## config.mk

```make
export PLATFORM = sky130hd
export DESIGN_NAME = sample_fifo
export DESIGN_NICKNAME = d
export VERILOG_FILES = /design/src/common/multicore_pkg.sv /design/src/hw/sample_fifo.sv
export SDC_FILE = /design/constraint.sdc
export NUM_CORES = 1
export LEC_CHECK = 0
export ABC_CLOCK_PERIOD_IN_PS = 5430
export BUFFER_PORTS_ARGS = -buffer_cell sky130_fd_sc_hd__buf_2
export CAP_MARGIN = 10
export CORE_UTILIZATION = 55
export DETAILED_ROUTE_END_ITERATION = 7
export PLACE_DENSITY = 0.76
export SETUP_SLACK_MARGIN = 0.1
export SYNTH_ARGS = -nofsm -noshare
export SYNTH_HDL_FRONTEND = slang
export SYNTH_SLANG_ARGS = --single-unit
```

## constraint.sdc

```tcl
create_clock -name clk -period 5.43 [get_ports clk]
set_clock_uncertainty 0.2 [all_clocks]
set_input_delay 0.2715 -clock clk [delete_from_list [all_inputs] [get_ports clk]]
set_output_delay 0.2715 -clock clk [all_outputs]
set_load 0.01 [all_outputs]
```

## src/common/multicore_pkg.sv

```systemverilog
`default_nettype none

package multicore_pkg;

	// ====================
	// Array sizing
	localparam int N_CORES        = 8;
	localparam int CORE_ID_W      = 3;
	localparam int RUN_W          = $clog2(N_CORES + 1);
	localparam int JOB_LEN        = 4;  // Samples per job
	localparam int JOB_CNT_W      = $clog2(JOB_LEN);
	localparam int STAGGER_CYCLES = 6;
	localparam int STAGGER_W      = $clog2(STAGGER_CYCLES);

	// ====================
	// Data widths
	localparam int SAMPLE_W   = 16;
	localparam int RESULT_W   = 24;
	localparam int JOB_TAG_W  = 4;  // Wraps at 16
	localparam int FIFO_DEPTH = 8;
	localparam int LEVEL_W    = $clog2(FIFO_DEPTH + 1);

	typedef logic signed [SAMPLE_W-1:0] sample_t;

	typedef struct packed {
		logic                       valid;  // Bit 31
		logic [CORE_ID_W-1:0]       core;
		logic [JOB_TAG_W-1:0]       tag;
		logic signed [RESULT_W-1:0] sum;
	} result_word_t;

	// ====================
	// Host registers, word address on wb_adr[3:2]
	localparam logic [1:0] ADDR_SAMPLE = 2'd0;
	localparam logic [1:0] ADDR_RESULT = 2'd1;
	localparam logic [1:0] ADDR_STATUS = 2'd2;

	localparam int STATUS_RUN_LSB  = 0;
	localparam int STATUS_SLVL_LSB = 8;   // Sample FIFO level
	localparam int STATUS_RLVL_LSB = 16;  // Result FIFO level

endpackage

`default_nettype wire
```

## src/hw/sample_fifo.sv

```systemverilog
`timescale 1ns/10ps
`default_nettype none

module sample_fifo import multicore_pkg::*; #(
	parameter type payload_t = sample_t,
	parameter int  DEPTH     = FIFO_DEPTH
) (
	input  wire logic                     clk,
	input  wire logic                     arst_n,
	input  wire logic                     push,
	input  wire payload_t                 wdata,
	output logic                          full,
	input  wire logic                     pop,
	output payload_t                      rdata,
	output logic                          empty,
	output logic [$clog2(DEPTH+1)-1:0]    level
);

	payload_t                 mem [DEPTH];
	logic [$clog2(DEPTH)-1:0] wr_ptr;
	logic [$clog2(DEPTH)-1:0] rd_ptr;
	logic                     do_push;
	logic                     do_pop;

	assign full    = (level == DEPTH);
	assign empty   = (level == 0);
	assign do_push = push && !full;
	assign do_pop  = pop && !empty;
	assign rdata   = mem[rd_ptr];  // Valid whenever not empty

	always_ff @(posedge clk or negedge arst_n) begin
		if (!arst_n) begin
			wr_ptr <= '0;
			rd_ptr <= '0;
			level  <= '0;
		end else begin
			if (do_push)
				wr_ptr <= (wr_ptr == DEPTH - 1) ? '0 : wr_ptr + 1'b1;
			if (do_pop)
				rd_ptr <= (rd_ptr == DEPTH - 1) ? '0 : rd_ptr + 1'b1;
			if (do_push && !do_pop)
				level <= level + 1'b1;
			else if (do_pop && !do_push)
				level <= level - 1'b1;
		end
	end

	always_ff @(posedge clk) begin
		if (do_push)
			mem[wr_ptr] <= wdata;
	end

endmodule

`default_nettype wire

```

==> After elaboration in Yosys (flattened, before gate mapping) <==
Memory sizes are Yosys's and may differ from the RTL's.
Cells that the tools add are included.
{ "word_totals": {"ff_bits": 10, "ram_bits": 128, "in_bits": 20, "out_inout_bits": 22, "word_cells": 27, "mem_count": 1} }
{ "op_classes": {"addsub": 4, "n_eq_ne": 3, "mux": 6, "reduce_logical": 10} }
{ "mem_list": {"columns": ["name", "words", "width", "rd", "rd_clocked_by_memory_dff", "wr", "line_no", "rtl"], "rows": [
  ["mem", 8, 16, 1, 0, 1, "sample_fifo.sv:19", "payload_t mem [DEPTH];"]
]} }
{ "ops": {"columns": ["cell", "n"], "rows": [
  ["4-bit 2-to-1 mux", 2],
  ["3-bit by 1-bit adder with 3-bit output, second input constant", 2],
  ["3-bit == test, second input constant", 2],
  ["3-bit 2-to-1 mux", 2],
  ["4-bit by 1-bit adder with 4-bit output, second input constant", 1],
  ["4-bit == test, second input constant", 1],
  ["1-bit logical AND", 4],
  ["1-bit logical NOT", 4],
  ["4-bit logical NOT", 1],
  ["4-bit by 1-bit subtractor with 4-bit output, second input constant", 1],
  ["1-bit 2-to-1 mux", 2],
  ["2-bit nonzero test", 1]
]} }

==> Logic depth before layout (Yosys ltp) <==
Gate-level depths: netlist (run 1).
{ "depth": {"ltp_word": 7, "depth_mapped": 9} }

==> Worst setup path before layout (run 1) <==
Ideal clock, no wire load.
{ "synth_path": {"path_kind": "reg2reg", "startpoint": "register level[0]", "endpoint": "memory mem[0][0] (netlist name) (enable)", "arrival_time_ns": 2.413, "required_time_ns": 4.800, "slack_ns": 2.387, "path_stages_with_launch": 4, "n_path_buf": 0, "path_cell_list": "dfrtp_1 -> or4b_4 -> nand2_4 -> nor4_1"} }
{ "synth_via": {"elab_chain_cells": 5} }
{ "synth_lines": {"columns": ["item", "line_no", "rtl"], "rows": [
  ["start, declared", "sample_fifo.sv:16", "output logic [$clog2(DEPTH+1)-1:0] level"],
  ["start signal, assigned", "sample_fifo.sv:42", "level <= level + 1'b1;"],
  ["start signal, assigned", "sample_fifo.sv:44", "level <= level - 1'b1;"],
  ["4-bit == test", "sample_fifo.sv:25", "assign full = (level == DEPTH);"],
  ["1-bit logical NOT", "sample_fifo.sv:27", "assign do_push = push && !full;"],
  ["1-bit logical AND", "sample_fifo.sv:27", null],
  ["1-bit 2-to-1 mux", "sample_fifo.sv:49", "if (do_push)"],
  ["1-bit 2-to-1 mux (not written as such)", "sample_fifo.sv:50", "mem[wr_ptr] <= wdata;"],
  ["end, declared", "sample_fifo.sv:19", null]
]} }
No other way between the ends.

==> impl_metrics.json, run 1 <==
{
  "fp-row-count": 36,
  "h-tree-depth": 4,
  "dpl.hpwl_mm": 5.54,
  "clk_latency_ns": 0.51,
  "synth_area_leaders": "edfxtp_1, mux4_1, dfrtp_1",
  "synthesis.area_sq_um": 5590,
  "synth-xor-area-share": 0.00313,
  "syn_avg_cell_area_sq_um": 22.2,
  "synth_seq_cells": 138,
  "drt_iter0_drc": 186,
  "cp-end-kind": "output port",
  "whs_ns": 0.361,
  "setup-tns-final_ns": 0,
  "synth.mux.area_fraction": 0.188,
  "cts_setup_buffers": 0,
  "antenna_left": 0,
  "worst-path-max-fanout": 35,
  "synthSimpleGateAreaFrac": 0.0273,
  "coreArea_sq_um": 9820,
  "pin_count": 42,
  "grt_pass1_vias": 2737,
  "r2r_end": "level[3]",
  "portBuffers": 41,
  "drt_pass1_iterations": 4,
  "synthDominantCellAreaShare": 0.688,
  "synth_fa_ha_area_frac": 0.0193,
  "slew_violations": 0,
  "finalHoldViolations": 0,
  "antenna_found_initial": 0,
  "crit_path_end": "rdata[8]",
  "synthDistinctLibCells": 29,
  "start_util": 0.569,
  "rsz0062_at_grt": "false",
  "worst_pin_slew_ns": 1.04,
  "vias": 2670,
  "crit_type": "reg -> out",
  "cts_tree": "done",
  "max_slew_margin": 0.304,
  "status": "completed",
  "synth_top_family_by_area": "multiplexers",
  "p_leak_nw": 2.38,
  "fmax_ghz": 0.317,
  "wire_per_inst_um": 19.7,
  "syn_inst": 252,
  "worstSetupStartpoint": "rd_ptr[0]",
  "dieArea_sq_um": 10600,
  "setup_viol": 0,
  "numCtsBuffers": 17,
  "viasPerCell": 5.60,
  "diodes": 0,
  "wirelength_mm": 9.42,
  "grt_max_degree": 36,
  "synth_seq_area_share": 0.732,
  "cap_violations": 0,
  "r2r_cells": 9,
  "cts_resized": 0,
  "drive_gt1_frac": 0.352,
  "synth_compound_area_frac": 0.0146,
  "gp_congestion": 0.769,
  "grt_pass1_wl_mm": 14.6,
  "cp.arrival_ns": 2.68,
  "cts_max_path_buffers": 2,
  "cts_sinks": 138,
  "ff2ff_setup_slack_ns": 2.35,
  "place_area_sq_um": 5980,
  "track_usage": 0.201,
  "dieHeight_um": 103,
  "startpoint_type": "flop",
  "rr_startpoint": "level[0]",
  "cts_root_buf": "clkbuf_8",
  "min_period_over_period": 0.580,
  "yosysTopAreaCell": "edfxtp_1",
  "synth_fp_nets": 280,
  "fin_area_sq_um": 6760,
  "drc": 0,
  "ys.flop_type": "edfxtp_1",
  "yosys_warnings": 0,
  "grt-ovfl-total": 0,
  "p_per_area_nw_per_um2": 529,
  "areaGrowthSynthToFinish_pct": 20.9,
  "die_w_um": 103,
  "hp-class": "in -> reg",
  "async_reset_ff_frac": 0.0725,
  "peakVddDrop_uv": 331,
  "synth-edff-count": 128,
  "period_needed_ns": 3.15,
  "final_nets": 359,
  "cp.required_ns": 4.96,
  "cts.reportedPaths.clkPinSlew_ns": 0.06
}
## metal layers
metal | global-route usage | share of wire | wire length, um | vias up
li1 | - | - | - | 1232
met1 | 0.274 | 0.44 | 4120 | 1356
met2 | 0.306 | 0.50 | 4700 | 65
met3 | 0.0603 | 0.045 | 422 | 17
met4 | 0.0834 | 0.018 | 174 | 0
met5 | 0 | 0 | 0 | -
## report_power, final
group,internal [W],switching [W]
clock network,0.000651,0.000426
registers,0.00135,0.000207
logic,0.000525,0.000411
total,0.00253,0.00104
## sequential cells by signal, indices dropped and copies added (netlist names)
signal and count:
mem 128, rd_ptr 3, level 4, wr_ptr 3
## final cells by class
cell class	instances	area, sq um
well taps	133	166
flip-flops and latches	138	4100
multi-input cells	100	1440
fillers	648	3060
inverters	3	11.3
repair buffers	71	480
clock inverters	15	151
clock buffers	17	414
## worst max-delay path, stage by stage (launching register included)
cell and delay (ns):
dfrtp_2 1.05, mux4_1 0.66, mux2_2 0.29, buf_2 0.14
## Yosys cell counts (all sizes together), types with 3 or more instances
cell / instances
ha: 7
buf: 4
inv: 3
nand3: 3
mux2: 21
edfxtp: 128
clkbuf: 7
dfrtp: 10
nor2: 4
nand2: 5
nand2b: 3
mux4: 32
nor3: 6
## cells in the final DEF, fill, tap and decap left out, types with 3 or more instances in the layout
cell type      count
mux4_2             9
edfxtp_1         128
nand2b_1           3
clkinv_2           3
dlygate4sd3_1     20
mux4_1            23
nand2_1            4
buf_2             41
mux2_2            21
buf_4             10
clkbuf_16         16
inv_1              3
nor2_1             4
nand3_1            3
nor3_2             4
dfrtp_1            9
ha_1               7
clkinvlp_4         5
## worst min path at each step
| stage | start | end | cells past startpoint |
|---|---|---|---|
| 2_1_floorplan | arst_n | level[0] | 0 |
| 3_3_place_gp | arst_n | level[3] | 1 |
| 3_5_place_dp | arst_n | level[2] | 1 |
| 4_1_cts | wdata[6] | mem[2][6] | 2 |
| 5_1_grt | wdata[7] | mem[3][7] | 2 |
| 6_report | wdata[11] | mem[1][11] | 2 |
## per-stage QoR
step                power [W]  worst slack, ns  cells  utilization
floorplan             0.00221             2.39    252            -
global placement      0.00248             2.43    424        0.609
detailed placement    0.00252             2.35    424        0.609
CTS                   0.00361             2.23    476        0.687
global route          0.00376             2.15    477        0.688
finish                0.00357             2.28    477        0.688
## logic make-up after synthesis
family / after synthesis
flops: 138
fa+ha+maj: 8
simple gates: 27
xor+xnor: 2
compound gates: 9
mux: 54
buf+inv: 14
## repair_timing
action / in CTS / in global routing
hold buffers: 20 / 0
setup endpoints to repair: 0 / 0
endpoints found under the hold margin: 144 / 0
No activity file was read; power rests on OpenSTA's default activity.
==> inputs of run 2 (changes only) <==
Settings changed: ABC_AREA set to 1, ABC_CLOCK_PERIOD_IN_PS 5430 to 2700, CORE_UTILIZATION 55 to 54, PLACE_DENSITY 0.76 to 0.77.
Clock period 5.43 ns to 2.7 ns, I/O delays scaled along.
==> run 2 against run 1 <==
Against the previous run: power up 130%; final area grew 9.9%; synthesized cell count rose to 2.5 times the previous value; critical path depth rose by 5; clock power is 120% higher; die area increased by 11%; largest power group unchanged; register-to-register slack worse by 2.0 ns.
==> impl_metrics.json, run 2 <==
{
  "vias": 4280,
  "rsz0062_at_grt": "false",
  "dp_cells": 814,
  "cp.arrival_ns": 2.08,
  "synth-edff-count": 128,
  "grt-ovfl-total": 0,
  "cp-end-kind": "output port",
  "min_period_over_period": 0.894,
  "diodes": 0,
  "fin_ws_ns": 0.287,
  "wirelength_mm": 12.5,
  "syn_inst": 640,
  "dpl.hpwl_mm": 7.13,
  "synthDominantCellAreaShare": 0.627,
  "cts_sinks": 138,
  "slowest_stage": "dfrtp_4",
  "cts_tree": "done",
  "cap_violations": 0,
  "max_slew_margin": 0.517,
  "areaGrowthSynthToFinish_pct": 21.2,
  "finalHoldViolations": 0,
  "crit_type": "reg -> out",
  "synth_fp_nets": 668,
  "portBuffers": 41,
  "yosys_warnings": 0,
  "ff2ff_setup_slack_ns": 0.31,
  "layoutNonFillerInstCount": 867,
  "coreArea_sq_um": 10900,
  "crit_chain": "buf_4 > nor2_1 > nor2_1 > nand2_1 > nand2_1 > nand2_1 > nand2_1 > buf_2",
  "fp-row-count": 38,
  "largest_register": "mem",
  "cts.reportedPaths.clkPinSlew_ns": 0.06,
  "antenna_found_initial": 0,
  "yosysTopAreaCell": "edfxtp_1",
  "worst_pin_slew_ns": 0.723,
  "period_needed_ns": 2.41,
  "pin_count": 42,
  "numCtsBuffers": 17,
  "critical-path-top-delay-family": "flip-flops",
  "syn_avg_cell_area_sq_um": 9.57,
  "wire_per_inst_um": 14.4,
  "worst-path-max-fanout": 24,
  "place_ws_ns": 0.341,
  "fmax_ghz": 0.414,
  "crit_top_cell": "nand2_1",
  "synthSimpleGateAreaFrac": 0.240,
  "hp-class": "in -> reg",
  "yosys.cell_count.top_type": "nand2_1",
  "synthesis.area_sq_um": 6130,
  "track_usage": 0.227,
  "layout_commonest_cell": "nand2_1",
  "setup_viol": 0,
  "p_leak_nw": 3.34,
  "synth_fa_ha_area_frac": 0.0176,
  "drt_iter0_drc": 235,
  "synthDistinctLibCells": 16,
  "grt_pass1_vias": 4196,
  "crit_buf_inv": 2,
  "async_reset_ff_frac": 0.0725,
  "gp_congestion": 0.875,
  "final_nets": 742,
  "synth.mux.area_fraction": 0,
  "synth_seq_area_share": 0.668,
  "drc": 0,
  "drive_gt1_frac": 0.140,
  "h-tree-depth": 4,
  "dieHeight_um": 109,
  "synth_top_family_by_area": "simple AND/OR/NAND/NOR gates",
  "ys.flop_type": "edfxtp_1",
  "synth_seq_cells": 138,
  "viasPerCell": 4.94,
  "cp.required_ns": 2.37,
  "clk_latency_ns": 0.42,
  "p_per_area_nw_per_um2": 1100,
  "status": "completed",
  "reg_top3": "mem (128), level (4)",
  "largest_reg_flops": 128,
  "slowest_delay_ns": 0.63,
  "peakVddDrop_uv": 574,
  "synth_area_leaders": "edfxtp_1, nand2_1, nor2_1",
  "grt_pass1_wl_mm": 19.4,
  "final_core_util": 0.679,
  "grt_max_degree": 65,
  "slew_violations": 0,
  "start_util": 0.560,
  "drt_pass1_iterations": 7,
  "dieArea_sq_um": 11800,
  "nFillCells": 797,
  "die_w_um": 109,
  "synthTopCellsByCount": "nand2_1, nor2_1, edfxtp_1",
  "synth-xor-area-share": 0.00286,
  "setup-tns-final_ns": 0,
  "cts_root_buf": "clkbuf_16",
  "antenna_left": 0,
  "startpoint_type": "flop",
  "final_cell_mix": "nand2_1, nor2_1, edfxtp_1, inv_1, buf_2",
  "cts_max_path_buffers": 2,
  "synth_compound_area_frac": 0.00327
}
[run 2: cell count changes after synthesis, moves of 14 or more]
| cell | previous run | this run |
|---|---|---|
| buf_2 | 0 | 14 |
| mux4_1 | 23 | 0 |
| mux2_2 | 21 | 0 |
| nand2_1 | 4 | 239 |
| nor2_1 | 4 | 130 |
| inv_1 | 3 | 78 |
[run 2: layout make-up]
class,count,area [sq um],area share
Timing Repair Buffer,80,581,0.0782
Sequential cell,138,4100,0.552
Inverter,78,293,0.0394
Clock buffer,18,429,0.0578
Multi-Input combinational cell,399,1650,0.223
Tap cell,140,175,0.0236
Clock inverter,14,196,0.0265
[run 2: logic make-up (layout without fill, tap and decap cells)]
group / Yosys count / after routing
compound gates: 4 / 4
xor+xnor: 2 / 2
fa+ha+maj: 8 / 8
buf+inv: 103 / 190
flops: 138 / 138
simple gates: 385 / 385
[run 2: repair_timing]
action                                  in CTS  in global routing
endpoints found under the hold margin      143                  0
resized for setup                            0                  0
endpoints found under the setup margin       0                  2
hold buffers                                20                  0
buffers inserted                             0                  1
[run 2: routing by layer]
metal	routed length (um)	track usage	part of all wire	vias up
met1	4910	0.259	0.39	1994
met3	910	0.0494	0.073	16
met4	141	0.0927	0.011	0
met2	6550	0.410	0.52	123
li1	-	-	-	2147
met5	0	0	0	-
[run 2: where the power goes]
part | total (W) | leakage (nW) | switching, W | internal (W)
clock | 0.00242 | 0.308 | 0.000866 | 0.00155
sequential | 0.00291 | 1.28 | 0.000210 | 0.00270
combinational | 0.00286 | 1.75 | 0.00185 | 0.00100
[run 2: path summary, 6_finish.rpt]
path,from,endpoint,depth (start not counted)
worst min-delay path,wdata[9],mem[6][9],2
worst min register to register,level[3],level[3],2
worst max-delay path,rd_ptr[0],rdata[14],8
max in group asynchronous,arst_n,rd_ptr[0],3
min in group asynchronous,arst_n,level[3],3
worst max register to register,level[1],level[3],11
[run 2: worst register-to-register path, cell delays in order, from the launching register on]
cell,delay [ns]
dfrtp_1,0.44
nor2_1,0.17
nand3_1,0.16
nand2_1,0.17
ha_1,0.20
inv_1,0.10
ha_1,0.32
or2_2,0.32
nand2_1,0.07
nand2_1,0.05
nand3_1,0.06
nand2_1,0.05
[run 2: stage by stage]
stage / instance area (sq um) / total power (W) / hold WS (ns)
2_1_floorplan: 6130 / 0.00484 / -0.361
3_3_place_gp: 6570 / 0.00555 / -0.196
6_report: 7420 / 0.00818 / 0.326
3_5_place_dp: 6570 / 0.00570 / -0.190
4_1_cts: 7400 / 0.00815 / 0.307
5_1_grt: 7420 / 0.00870 / 0.348
