==> config.mk <==
export PLATFORM = sky130hd
export DESIGN_NAME = compute_core
export DESIGN_NICKNAME = d
export VERILOG_FILES = /design/src/common/multicore_pkg.sv /design/src/core/compute_core.sv
export SDC_FILE = /design/constraint.sdc
export NUM_CORES = 1
export LEC_CHECK = 0
export BUFFER_PORTS_ARGS = -buffer_cell sky130_fd_sc_hd__buf_4
export CORE_UTILIZATION = 64
export CTS_BUF_LIST = sky130_fd_sc_hd__clkbuf_8
export CTS_CLUSTER_DIAMETER = 150
export CTS_CLUSTER_SIZE = 30
export DETAILED_ROUTE_END_ITERATION = 8
export GPL_TIMING_DRIVEN = 0
export MAX_ROUTING_LAYER = met4
export PLACE_DENSITY = 0.89
export SYNTH_ARGS = -nofsm -noshare
export SYNTH_HDL_FRONTEND = slang
export SYNTH_SLANG_ARGS = --single-unit
==> constraint.sdc <==
create_clock -name clk -period 6.4 [get_ports clk]
set_clock_uncertainty 0.15 [all_clocks]
set_input_delay 0.96 -clock clk [delete_from_list [all_inputs] [get_ports clk]]
set_output_delay 0.96 -clock clk [all_outputs]
set_load 0.02 [all_outputs]
==> src/common/multicore_pkg.sv <==
`default_nettype none

package multicore_pkg;

	// ====================
	// Array sizing
	localparam int N_CORES        = 8;
	localparam int CORE_ID_W      = 3;
	localparam int RUN_W          = $clog2(N_CORES + 1);
	localparam int JOB_LEN        = 4;  // Samples per job
	localparam int JOB_CNT_W      = $clog2(JOB_LEN);
	localparam int STAGGER_CYCLES = 6;
	localparam int STAGGER_W      = $clog2(STAGGER_CYCLES);

	// ====================
	// Data widths
	localparam int SAMPLE_W   = 16;
	localparam int RESULT_W   = 24;
	localparam int JOB_TAG_W  = 4;  // Wraps at 16
	localparam int FIFO_DEPTH = 8;
	localparam int LEVEL_W    = $clog2(FIFO_DEPTH + 1);

	typedef logic signed [SAMPLE_W-1:0] sample_t;

	typedef struct packed {
		logic                       valid;  // Bit 31
		logic [CORE_ID_W-1:0]       core;
		logic [JOB_TAG_W-1:0]       tag;
		logic signed [RESULT_W-1:0] sum;
	} result_word_t;

	// ====================
	// Host registers, word address on wb_adr[3:2]
	localparam logic [1:0] ADDR_SAMPLE = 2'd0;
	localparam logic [1:0] ADDR_RESULT = 2'd1;
	localparam logic [1:0] ADDR_STATUS = 2'd2;

	localparam int STATUS_RUN_LSB  = 0;
	localparam int STATUS_SLVL_LSB = 8;   // Sample FIFO level
	localparam int STATUS_RLVL_LSB = 16;  // Result FIFO level

endpackage

`default_nettype wire
==> src/core/compute_core.sv <==
`timescale 1ns/10ps
`default_nettype none

module compute_core import multicore_pkg::*; #(
	parameter int CORE_ID = 0
) (
	input  wire logic                 clk,
	input  wire logic                 arst_n,
	input  wire logic                 run_n,
	output logic                      req,
	input  wire logic                 grant,
	input  wire sample_t              sample,
	input  wire logic                 first,
	input  wire logic [JOB_TAG_W-1:0] tag,
	output logic                      out_en,
	output logic signed [RESULT_W-1:0] result,
	output logic [JOB_TAG_W-1:0]      result_tag,
	input  wire logic                 out_ack
);

	typedef enum logic [1:0] {IDLE, COLLECT, HOLD} state_t;

	state_t                     state;
	logic [JOB_CNT_W-1:0]       cnt;
	logic signed [RESULT_W-1:0] acc;
	logic signed [RESULT_W-1:0] sum_next;
	logic                       last;

	// Weight is CORE_ID + 1, built from shifted copies
	function automatic logic signed [RESULT_W-1:0] scale(input logic signed [RESULT_W-1:0] s);
		logic [CORE_ID_W:0]         w;
		logic signed [RESULT_W-1:0] p;
		w = (CORE_ID_W + 1)'(CORE_ID + 1);
		p = '0;
		for (int b = 0; b <= CORE_ID_W; b++) begin
			if (w[b])
				p = p + (s <<< b);
		end
		return p;
	endfunction

	assign sum_next = first ? RESULT_W'(sample) : acc + RESULT_W'(sample);
	assign last     = (cnt == JOB_CNT_W'(JOB_LEN - 1));
	assign req      = (state == COLLECT);
	assign out_en   = (state == HOLD);

	always_ff @(posedge clk or negedge arst_n) begin
		if (!arst_n) begin
			state <= IDLE;
			cnt   <= '0;
		end else if (!run_n) begin  // Still held by the sequencer
			state <= IDLE;
			cnt   <= '0;
		end else begin
			case (state)
				IDLE:    state <= COLLECT;
				COLLECT: begin
					if (grant) begin
						cnt <= last ? '0 : cnt + 1'b1;
						if (last)
							state <= HOLD;
					end
				end
				HOLD:    if (out_ack) state <= COLLECT;
				default: state <= IDLE;
			endcase
		end
	end

	always_ff @(posedge clk) begin
		if (req && grant) begin
			acc <= sum_next;
			if (first)
				result_tag <= tag;
			if (last)
				result <= scale(sum_next);
		end
	end

endmodule

`default_nettype wire

Word-level counts from Yosys, hierarchy flattened:

Cells that the tools add are included.

* add/subtract/negate cells: 2
* multipliers: 0
* div/mod/pow operators: 0
* magnitude comparators: 0
* equality and inequality tests: 8
* shifts and indexed selects: 0
* muxes and demuxes: 10
* bitwise operators: 0
* reductions and logical operators: 6

Operators with widths (number)
* adder 24 x 16 -> 24 bit: 1
* 2-to-1 mux 24 bit: 1
* 2-to-1 mux 2 bit: 8
* != test 3 x 2 -> 1 bit (second input constant): 3
* one-hot mux 2 bit (3 select lines): 1
* AND reduction 2 bit: 3
* == test 2 bit (second input constant): 2
* != test 2 x 1 -> 1 bit (second input constant): 2
* AND reduction 3 bit: 1
* adder 2 x 1 -> 2 bit (second input constant): 1
* == test 2 x 1 -> 1 bit (second input constant): 1
* zero test 2 bit: 1
* logical AND 1 bit: 1

* register bits: 56
* latch bits: 0
* memory bits (writable): 0
* memory bits (read-only): 0
* output and inout bits: 30
* memories kept: 0

Depth between registers and ports, before layout:

Gate-level depths: netlist (run 1).

* depth in word-level cells: 5
* mapped depth: 9
* depth with buffers taken out: 9

Worst setup path after synthesis (run 1):

Ideal clock, no wire load.

* path type: input port to flip-flop
* start point: in sample[0]
* end point: reg acc[18] (data pin)
* setup time: 263 ps
* arrival: 2741 ps
* required time: 5987 ps
* path slack: 3246 ps
* stages: 9
* buffers on the path: 0
* cell sequence: ha_1 -> inv_1 -> fa_1 -> nor2b_2 -> o211ai_2 -> a21bo_2 -> a2111oi_2 -> nor4b_1 -> a211o_1

* word-level cells in the longest chain between the ends: 2

RTL lines
* start: declaration: line compute_core.sv:12 `input wire sample_t sample,`
* adder 24 x 16 -> 24 bit: line compute_core.sv:42 `assign sum_next = first ? RESULT_W'(sample) : acc + RESULT_W'(sample);`
* 2-to-1 mux 24 bit: line compute_core.sv:42
* named net sum_next[18]: line compute_core.sv:26 `logic signed [RESULT_W-1:0] sum_next;`
* end signal: assignment: line compute_core.sv:72 `acc <= sum_next;`
* end: declaration: line compute_core.sv:25 `logic signed [RESULT_W-1:0] acc;`

The timed path passes the listed nets, and every way through them passes these cells.
A chain may end at the register's enable or synchronous reset.

Worst setup path in the final report (run 1):

* start point: in sample[0]
* end point: reg result[18] (data pin)

* word-level cells in the longest chain between the ends: 2

RTL lines
* adder 24 x 16 -> 24 bit: line compute_core.sv:42
* 2-to-1 mux 24 bit: line compute_core.sv:42
* named net sum_next[18]: line compute_core.sv:26
* end signal: assignment: line compute_core.sv:76 `result <= scale(sum_next);`
* end: declaration: line compute_core.sv:16 `output logic signed [RESULT_W-1:0] result,`

The timed path passes the listed nets, and every way through them passes these cells.

==> results of run 1 <==
synth_stat cells, types with 5 or more instances:
master    instances
edfxtp_1         52
nand2_1          37
ha_1             24
o21ai_0          23
a21oi_1          18
nor2_1           12
inv_1            11
nand3_1           9
o21a_1            9
xnor2_1           8
and3_1            7
a21o_1            6
clkbuf_1          6
nand2b_1          6
a31oi_1           5
and2_1            5
nor3_1            5
o31ai_1           5
power by group:
part / total [W] / internal, W / switching [W]
registers: 0.000427 / 0.000422 / 0.00000455
logic: 0.000224 / 0.0000900 / 0.000134
clock network: 0.000206 / 0.0000802 / 0.000125
cell families after synthesis:
logic type | count (synthesis) | synth area share, %
AND/OR/NAND/NOR | 105 | 15.5
multiplexers | 2 | 0.598
buffers and inverters | 24 | 3.48
XOR/XNOR | 12 | 2.95
adder cells (fa/ha/maj) | 25 | 9.00
flip-flops | 56 | 46.7
AO/OA/AOI/OAI | 108 | 21.7
metal layers:
| metal | up-vias | wire [um] | GRT usage [%] |
|---|---|---|---|
| li1 | 1392 | - | - |
| met1 | 1406 | 3700 | 40.7 |
| met2 | 137 | 4090 | 49.6 |
| met3 | 22 | 555 | 5.39 |
| met4 | 0 | 174 | 9.81 |
| met5 | - | 0 | - |
final cells by class:
cell class              count  area, sq um
fillers                   350         1090
multi-input cells         252         1770
clock buffers               5         68.8
inverters                  11         41.3
repair buffers             55          413
flip-flops and latches     56         1660
clock inverters             3         25.0
well taps                  70         87.6
plain buffers              13         82.6
worst paths after layout:
path / cells past startpoint / from / to / slack (ps)
min in group clk: 2 / cnt[1] / cnt[1] / 440
min reg2reg: 2 / cnt[1] / cnt[1] / 440
min: 1 / arst_n / cnt[1] / 270
max reg2reg: 9 / acc[0] / result[18] / 3540
max: 10 / sample[0] / result[18] / 3170
max in group asynchronous: 1 / arst_n / state[1] / 5730
sequential cells by signal, summed over array words and instances, names as in the netlist:
signal,cells
acc,24
cnt,2
result,24
result_tag,4
state,2
worst max-delay path: stages:
cell,delay (ps)
buf_4,90
ha_1,210
inv_1,80
fa_1,430
nor2b_2,190
o211ai_2,120
a21bo_2,290
a2111oi_2,410
nor4b_1,100
a211o_1,270
metrics by stage:
step / power, W / hold WS [ps] / cell area (sq um) / util [%]
6_report: 0.000856 / 267 / 4150 / 79.3
4_1_cts: 0.000850 / 267 / 4150 / 79.3
2_1_floorplan: 0.000593 / 364 / 3560 / -
3_5_place_dp: 0.000652 / 422 / 4060 / 77.5
3_3_place_gp: 0.000644 / 375 / 4060 / 77.5
5_1_grt: 0.000890 / 256 / 4150 / 79.3
==> out/metrics.csv, run 1 <==
metric,value,unit
outcome,"complete, no violations",
start_util,67.9,%
async_flop_share,7.14,%
final_cell_mix,"55 x buf_4, 52 x edfxtp_1, 37 x nand2_1",
die-area,0.00586,sq mm
clockBufferDepth,2,
drt_iter0_drc,196,
grt_usage,31.1,%
hold_buffers,0,
htreeDepth,2,
syn-instance-count,332,
yosysUniqueCellTypes,61,
critPathCaptureType,flop,
numCtsBuffers,5,
ios,56,
start_kind,input pin,
die_h,76.6,um
relSlewSlack,13.9,%
num_antenna_cells,0,
insertion_delay,310,ps
drtPass1Iterations,5,
hpwl,6210,um
synth_top_area_share,43.9,%
setup_ws,3170,ps
grt_max_degree,26,
drv_slew,0,
layoutNonFillerInstCount,465,
dp_cells,457,
synth_flop_cell,edfxtp_1,
drc,0,
rsz0062_at_grt,no,
hold_class,input pin to asynchronous set/reset pin,
cts.sink_count,56,
synthTopCellsByArea,"edfxtp_1 44%, ha_1 8.4%, nand2_1 3.9%",
nNetsFinal,445,
via_per_inst,6.36,
die_w,76.6,um
vias,2957,
core,0.00524,sq mm
ys_ff_latch,56,
synth_area_per_cell,10.7,sq um
p_leak,1.65,nW
ys_warn_count,0,
final_common_cell,buf_4,
wirelength,8520,um
port_buffers,55,
hold_viol_final,0,
powerDensity,206,mW/mm^2
clk_pin_slew,110,ps
cts_root_buffer,clkbuf_8,
cp.arrival,3150,ps
grt_pass1_wl,13900,um
setup_tns,0,ps
critPathMaxFanout,5,
grt-ovfl-total,0,
post-place-ws,2880,ps
worstMarginPinSlew,1290,ps
drive_gt1_share,24.3,%
synth_area_leader_cell,edfxtp_1,
final_antenna_net_count,0,
grt_pass1_vias,2875,
ys_seq_area_share,46.7,%
cap_violations,0,
syn_nets,383,
cts-resized-gates,0,
gp_congestion,0.896,
placementRows,26,
setup_viol,0,
synth_edf_count,52,
synthesis.area,0.00356,sq mm
postCtsSetupRepairBufs,0,
fin_crit,3230,ps
antenna_found_initial,0,
vdd_drop_max,0.193,mV
critPathKind,input pin to flop,
synthToLayoutAreaGrowth,16.7,%
cts_tree,yes,
wl_per_cell,18.3,um
fin_crit_sh,50.5,%
fmax,309,MHz
required,6320,ps
No activity file was read; power rests on OpenSTA's default activity.
==> run 2: changes to the inputs <==
--- a/config.mk
+++ b/config.mk
@@ -5,15 +5,16 @@
 export SDC_FILE = /design/constraint.sdc
 export NUM_CORES = 1
 export LEC_CHECK = 0
+export ABC_AREA = 1
 export BUFFER_PORTS_ARGS = -buffer_cell sky130_fd_sc_hd__buf_4
-export CORE_UTILIZATION = 64
+export CORE_UTILIZATION = 54
 export CTS_BUF_LIST = sky130_fd_sc_hd__clkbuf_8
 export CTS_CLUSTER_DIAMETER = 150
 export CTS_CLUSTER_SIZE = 30
 export DETAILED_ROUTE_END_ITERATION = 8
 export GPL_TIMING_DRIVEN = 0
 export MAX_ROUTING_LAYER = met4
-export PLACE_DENSITY = 0.89
+export PLACE_DENSITY = 0.79
 export SYNTH_ARGS = -nofsm -noshare
 export SYNTH_HDL_FRONTEND = slang
 export SYNTH_SLANG_ARGS = --single-unit
==> constraint.sdc (replaced) <==
create_clock -name clk -period 2.9 [get_ports clk]
set_clock_uncertainty 0.15 [all_clocks]
set_input_delay 0.435 -clock clk [delete_from_list [all_inputs] [get_ports clk]]
set_output_delay 0.435 -clock clk [all_outputs]
set_load 0.02 [all_outputs]
==> run 2 against run 1 <==
Against the previous run: flip-flop and latch count is the same; worst setup slack got worse by 2600 ps; via count is 9.0% higher; area after synthesis grew 7.0%; critical path depth is 3 higher; core utilization fell by 13 points; die area is 26% higher; clock power rose by 120%; non-clock buffer count decreased by 7; global-route usage fell by 6.8 points; critical endpoint is now acc[16]; largest power group unchanged.
==> out/metrics.csv, run 2 <==
metric,value,unit
grt-ovfl-total,0,
syn-instance-count,492,
synth_top_area_share,41.0,%
comb_power_share,34.2,%
worstMarginPinSlew,1050,ps
cap_violations,0,
die-area,0.00739,sq mm
fillers,609,
drtPass1Iterations,4,
start_kind,flop,
syn_nets,543,
numCtsBuffers,5,
wl_per_cell,12.6,um
synth_area_per_cell,7.74,sq um
fin_crit,2380,ps
num_antenna_cells,0,
gp_congestion,0.932,
critPathMaxFanout,5,
wirelength,8220,um
largest_registers,"acc: 24 flops, result: 24 flops, result_tag: 4 flops",
final_common_cell,nand2_1,
final_cell_mix,"191 x nand2_1, 76 x inv_1, 55 x buf_4",
vdd_drop_max,0.307,mV
hold_viol_final,0,
via_per_inst,4.93,
p_clk_share,20.2,%
antenna_found_initial,0,
whs_path_depth,1,
outcome,"complete, no violations",
synthToLayoutAreaGrowth,17.4,%
rsz0062_at_grt,no,
start_util,56.0,%
drc,0,
synth_flop_cell,edfxtp_1,
port_buffers,55,
synthTopCellsByArea,"edfxtp_1 41%, nand2_1 19%, ha_1 7.9%",
setup_viol,0,
relSlewSlack,29.9,%
synth_area_leader_cell,edfxtp_1,
clk_pin_slew,100,ps
cts_root_buffer,clkbuf_8,
grt_pass1_vias,2984,
synth_common_cells,"191 x nand2_1, 76 x inv_1, 52 x edfxtp_1, 33 x nand3_1, 25 x nor2_1",
cp.arrival,2290,ps
required,2810,ps
swShare,34.8,%
async_flop_share,7.14,%
nNetsFinal,608,
cts-resized-gates,0,
yosysUniqueCellTypes,28,
rrSetupSlack,520,ps
power.internal,0.00143,W
cts_tree,yes,
clockBufferDepth,2,
p_leak,2.27,nW
ys_ff_latch,56,
ios,56,
die_w,86.0,um
insertion_delay,310,ps
synthesis.area,0.00381,sq mm
fmax,420,MHz
grt_usage,24.4,%
placementRows,30,
core,0.00679,sq mm
synth_edf_count,52,
reg2regPathDepth,13,
cts.sink_count,56,
critPathKind,flop to flop,
powerDensity,490,mW/mm^2
die_h,86.0,um
holdWs,140,ps
ys_seq_area_share,43.7,%
htreeDepth,2,
power.switching,0.000763,W
final_antenna_net_count,0,
ys_warn_count,0,
hpwl,6600,um
critPathCaptureType,flop,
drv_slew,0,
drt_iter0_drc,173,
hold_class,input pin to flop,
total_power,0.00219,W
grt_pass1_wl,13500,um
drive_gt1_share,18.3,%
grt_max_degree,26,
setup_tns,0,ps
fin_crit_sh,82.1,%
seqPwrFrac,45.6,%
yosysMostFrequentCell,nand2_1,
vias,3223,
==> run 2: changes by cell type in the layout (fill, tap and decap cells not counted), moves of 6 or more <==
cell / previous run / this run
nand2_1: 37 / 191
inv_1: 11 / 76
nand3_1: 9 / 33
o21ai_0: 23 / 8
nor2_1: 12 / 25
nand2_2: 0 / 11
o21a_1: 9 / 1
and3_1: 7 / 0
a21o_1: 6 / 0
inv_2: 0 / 6
nand2b_1: 6 / 0
==> run 2: power groups by stage <==
stage / sequential [W] / clock, W / combinational (W)
after global placement: 0.00101 / 0 / 0.000724
final: 0.00100 / 0.000443 / 0.000749
after floorplan: 0.00102 / 0 / 0.000546
after CTS: 0.00100 / 0.000453 / 0.000747
after detailed placement: 0.00102 / 0 / 0.000743
after global routing: 0.00100 / 0.000485 / 0.000850
==> run 2: path summary, 6_finish.rpt <==
path,endpoint,startpoint
min in group asynchronous,cnt[0],arst_n
max in group asynchronous,cnt[1],arst_n
worst min-delay path,result_tag[2],tag[2]
worst max register to register,acc[16],acc[0]
worst max-delay path,acc[16],acc[0]
worst min register to register,cnt[0],cnt[0]
==> run 2: layout make-up <==
type / count / area [sq um] / area share [%]
Clock buffer: 6 / 82.6 / 1.85
Tap cell: 96 / 120 / 2.69
Buffer: 3 / 12.5 / 0.280
Timing Repair Buffer: 58 / 445 / 9.97
Clock inverter: 2 / 10.0 / 0.224
Multi-Input combinational cell: 350 / 1830 / 40.8
Inverter: 83 / 312 / 6.97
Sequential cell: 56 / 1660 / 37.2
==> run 2: per-layer routing <==
metal | vias to the layer above | wire [um] | share of wire [%] | global-route usage [%]
li1 | 1697 | - | - | -
met1 | 1430 | 3970 | 48 | 31.9
met2 | 81 | 3750 | 46 | 39.1
met3 | 15 | 338 | 4.1 | 3.75
met4 | 0 | 155 | 1.9 | 7.42
met5 | - | 0 | 0 | -
==> run 2: critical path, stage by stage, from the launching register on <==
cell and delay [ps]:
edfxtp_1 340, ha_1 200, inv_1 80, fa_1 390, inv_1 140, nand3_1 100
nand3_2 130, nand2_1 60, nand3_1 140, nand2_1 130, nand2_1 80, nand2_1 50
nand3_1 70, nand2_1 80
==> run 2: kinds of logic after synthesis <==
kind of cell / count (synthesis) / share of synthesized area [%]
compound gates: 25 / 3.45
fa+ha+maj: 25 / 8.42
simple gates: 297 / 35.3
xor+xnor: 3 / 0.690
flops: 56 / 43.7
buf+inv: 86 / 8.51
==> run 2: stage by stage <==
| step | utilization (%) | instances | worst slack, ps | cell area [sq um] |
|---|---|---|---|---|
| floorplan | - | 492 | 127 | 3810 |
| global placement | 63.9 | 643 | -916 | 4340 |
| detailed placement | 64.3 | 645 | 344 | 4370 |
| CTS | 65.8 | 654 | 539 | 4470 |
| global route | 65.8 | 654 | 388 | 4470 |
| finish | 65.8 | 654 | 520 | 4470 |
==> run 2: what timing repair did <==
item	in CTS	in global routing
buffers inserted	0	0
endpoints found under the setup margin	0	0
hold buffers	1	0
endpoints found under the hold margin	4	0
==> run 3: changes to the inputs <==
--- a/config.mk
+++ b/config.mk
@@ -5,16 +5,16 @@
 export SDC_FILE = /design/constraint.sdc
 export NUM_CORES = 1
 export LEC_CHECK = 0
-export ABC_AREA = 1
+export ABC_AREA = 0
 export BUFFER_PORTS_ARGS = -buffer_cell sky130_fd_sc_hd__buf_4
-export CORE_UTILIZATION = 54
+export CORE_UTILIZATION = 59
 export CTS_BUF_LIST = sky130_fd_sc_hd__clkbuf_8
 export CTS_CLUSTER_DIAMETER = 150
 export CTS_CLUSTER_SIZE = 30
 export DETAILED_ROUTE_END_ITERATION = 8
 export GPL_TIMING_DRIVEN = 0
 export MAX_ROUTING_LAYER = met4
-export PLACE_DENSITY = 0.79
+export PLACE_DENSITY = 0.83
 export SYNTH_ARGS = -nofsm -noshare
 export SYNTH_HDL_FRONTEND = slang
 export SYNTH_SLANG_ARGS = --single-unit
==> constraint.sdc (replaced) <==
create_clock -name clk -period 2.21 [get_ports clk]
set_clock_uncertainty 0.15 [all_clocks]
set_input_delay 0.3315 -clock clk [delete_from_list [all_inputs] [get_ports clk]]
set_output_delay 0.3315 -clock clk [all_outputs]
set_load 0.02 [all_outputs]
==> run 3 against run 2 <==
Against the previous run: the flow now finishes with violations (setup timing); worst setup slack worse by 880 ps; first-iteration DRC count is 83% higher; sequential share of layout area is 3.7 points lower; cell count is 25% lower; clock-buffer cell count is 1 lower; register-to-register slack worse by 880 ps; final area is 11% higher; clock power is 35% higher; sequential power is 25% higher; combinational power is 31% higher; fmax is 7.4% lower.
==> out/metrics.csv, run 3 (synthesis gave the netlist of run 1 again) <==
metric,value,unit
largest_registers,"acc: 24 flops, result: 24 flops, result_tag: 4 flops",
drc,0,
power.internal,0.00189,W
cts.sink_count,56,
die_h,79.6,um
num_antenna_cells,0,
fin_crit_sh,116,%
top_layer,met4,
start_util,63.1,%
vdd_drop_max,0.353,mV
grt-ovfl-total,0,
critPathCaptureType,flop,
cts_tree,yes,
p_leak,1.84,nW
final_antenna_net_count,0,
via_per_inst,6.75,
powerDensity,569,mW/mm^2
r2r_end,result[18],
clockBufferDepth,2,
clk_pin_slew,110,ps
required,2140,ps
power.switching,0.000936,W
grt_pass1_wl,15400,um
startpoint,acc[0],
hold_viol_final,0,
final_common_cell,buf_4,
critPathMaxFanout,5,
setup_viol,34,
comb_power_share,34.8,%
grt_pass1_vias,3290,
dr_wl_met2,5390,um
relSlewSlack,49.1,%
drtPass1Iterations,5,
cts_root_buffer,clkbuf_8,
gp_congestion,0.919,
core,0.00564,sq mm
synthToLayoutAreaGrowth,39.7,%
placementRows,27,
place_area,0.00409,sq mm
ios,56,
cp-endpoint,result[18],
drive_gt1_share,43.9,%
total_power,0.00283,W
cp.arrival,2500,ps
fin_crit,2570,ps
violations,setup timing,
drv_slew,0,
final_cell_area,0.00497,sq mm
wirelength,10900,um
die-area,0.00634,sq mm
start_kind,flop,
hp-start,tag[1],
numCtsBuffers,5,
final_cell_mix,"78 x buf_4, 52 x edfxtp_1, 35 x nand2_1",
port_buffers,55,
rrSetupSlack,-360,ps
rsz0062_at_grt,yes,
r2r_start,acc[0],
insertion_delay,320,ps
hpwl,6290,um
met3_length,838,um
htreeDepth,2,
antenna_found_initial,0,
p_clk_share,21.2,%
holdWs,34.5,ps
worstMarginPinSlew,764,ps
vias,3313,
fmax,389,MHz
outcome,"finished, violations left",
die_w,79.6,um
grt_usage,33.2,%
swShare,33.1,%
setup_ws,-361,ps
grt_max_degree,26,
post-place-ws,-482,ps
cap_violations,0,
wl_per_cell,22.3,um
reg2regPathDepth,9,
drt_iter0_drc,317,
hold_class,input pin to flop,
seqPwrFrac,44.1,%
critPathKind,flop to flop,
met1_length,4180,um
nNetsFinal,469,
## run 3: changes by cell type in the layout (fill, tap and decap cells not counted), moves of 8 or more
cell | previous run | this run
a21oi_4 | 0 | 10
buf_4 | 55 | 78
ha_1 | 24 | 5
ha_4 | 0 | 16
inv_1 | 76 | 9
nand2_1 | 191 | 35
nand2_2 | 11 | 2
nand3_1 | 33 | 5
nor2_1 | 25 | 10
o21a_1 | 1 | 9
o21ai_1 | 0 | 13
## run 3: critical path, stage by stage (launching register included)
cell	delay (ps)
edfxtp_1	400
ha_4	150
inv_2	30
fa_2	360
nor2b_4	160
o211ai_4	100
a21bo_4	270
a2111oi_4	360
nor4b_2	90
a211o_1	270
## run 3: power groups by stage
stage          Clock (W)  Sequential [W]  Combinational, W
3_3_place_gp           0         0.00126          0.000622
4_1_cts         0.000588         0.00124          0.000799
3_5_place_dp           0         0.00126          0.000641
2_1_floorplan          0         0.00126          0.000465
6_report        0.000598         0.00125          0.000983
5_1_grt         0.000625         0.00125           0.00103
## run 3: area by class of cell
| cell class | instances | area (sq um) |
|---|---|---|
| multi-input cells | 252 | 2380 |
| flip-flops and latches | 56 | 1660 |
| fillers | 254 | 672 |
| repair buffers | 83 | 641 |
| well taps | 72 | 90.1 |
| clock buffers | 5 | 68.8 |
| plain buffers | 9 | 63.8 |
| inverters | 11 | 45.0 |
| clock inverters | 3 | 22.5 |
## run 3: how the worst min path moves through the flow
stage / to / slack, ps / cells past startpoint
5_1_grt: result_tag[0] / 30 / 1
3_3_place_gp: state[1] / -20 / 1
3_5_place_dp: state[1] / -20 / 1
4_1_cts: result_tag[1] / 40 / 1
2_1_floorplan: cnt[0] / -110 / 0
6_report: result_tag[1] / 30 / 1
## run 3: metrics by stage
step / TNS, ps / utilization, % / cells
3_3_place_gp: -8890 / 72.5 / 459
5_1_grt: -9100 / 88.1 / 491
3_5_place_dp: -10310 / 72.5 / 459
6_report: -7060 / 88.1 / 491
4_1_cts: -3150 / 82.3 / 485
2_1_floorplan: -527 / - / 332
## run 3: per-layer routing
layer | GRT usage (%) | vias up
met4 | 17.8 | 0
met5 | - | -
met1 | 40.1 | 1585
li1 | - | 1437
met2 | 53.2 | 224
met3 | 5.49 | 67
## run 3: repair_timing
item                                    CTS  global route
hold endpoints to repair                  4             0
pin swaps                                31            29
buffers inserted                         17            10
resized for setup                        67            51
hold buffers                              1             0
endpoints found under the setup margin   54            59
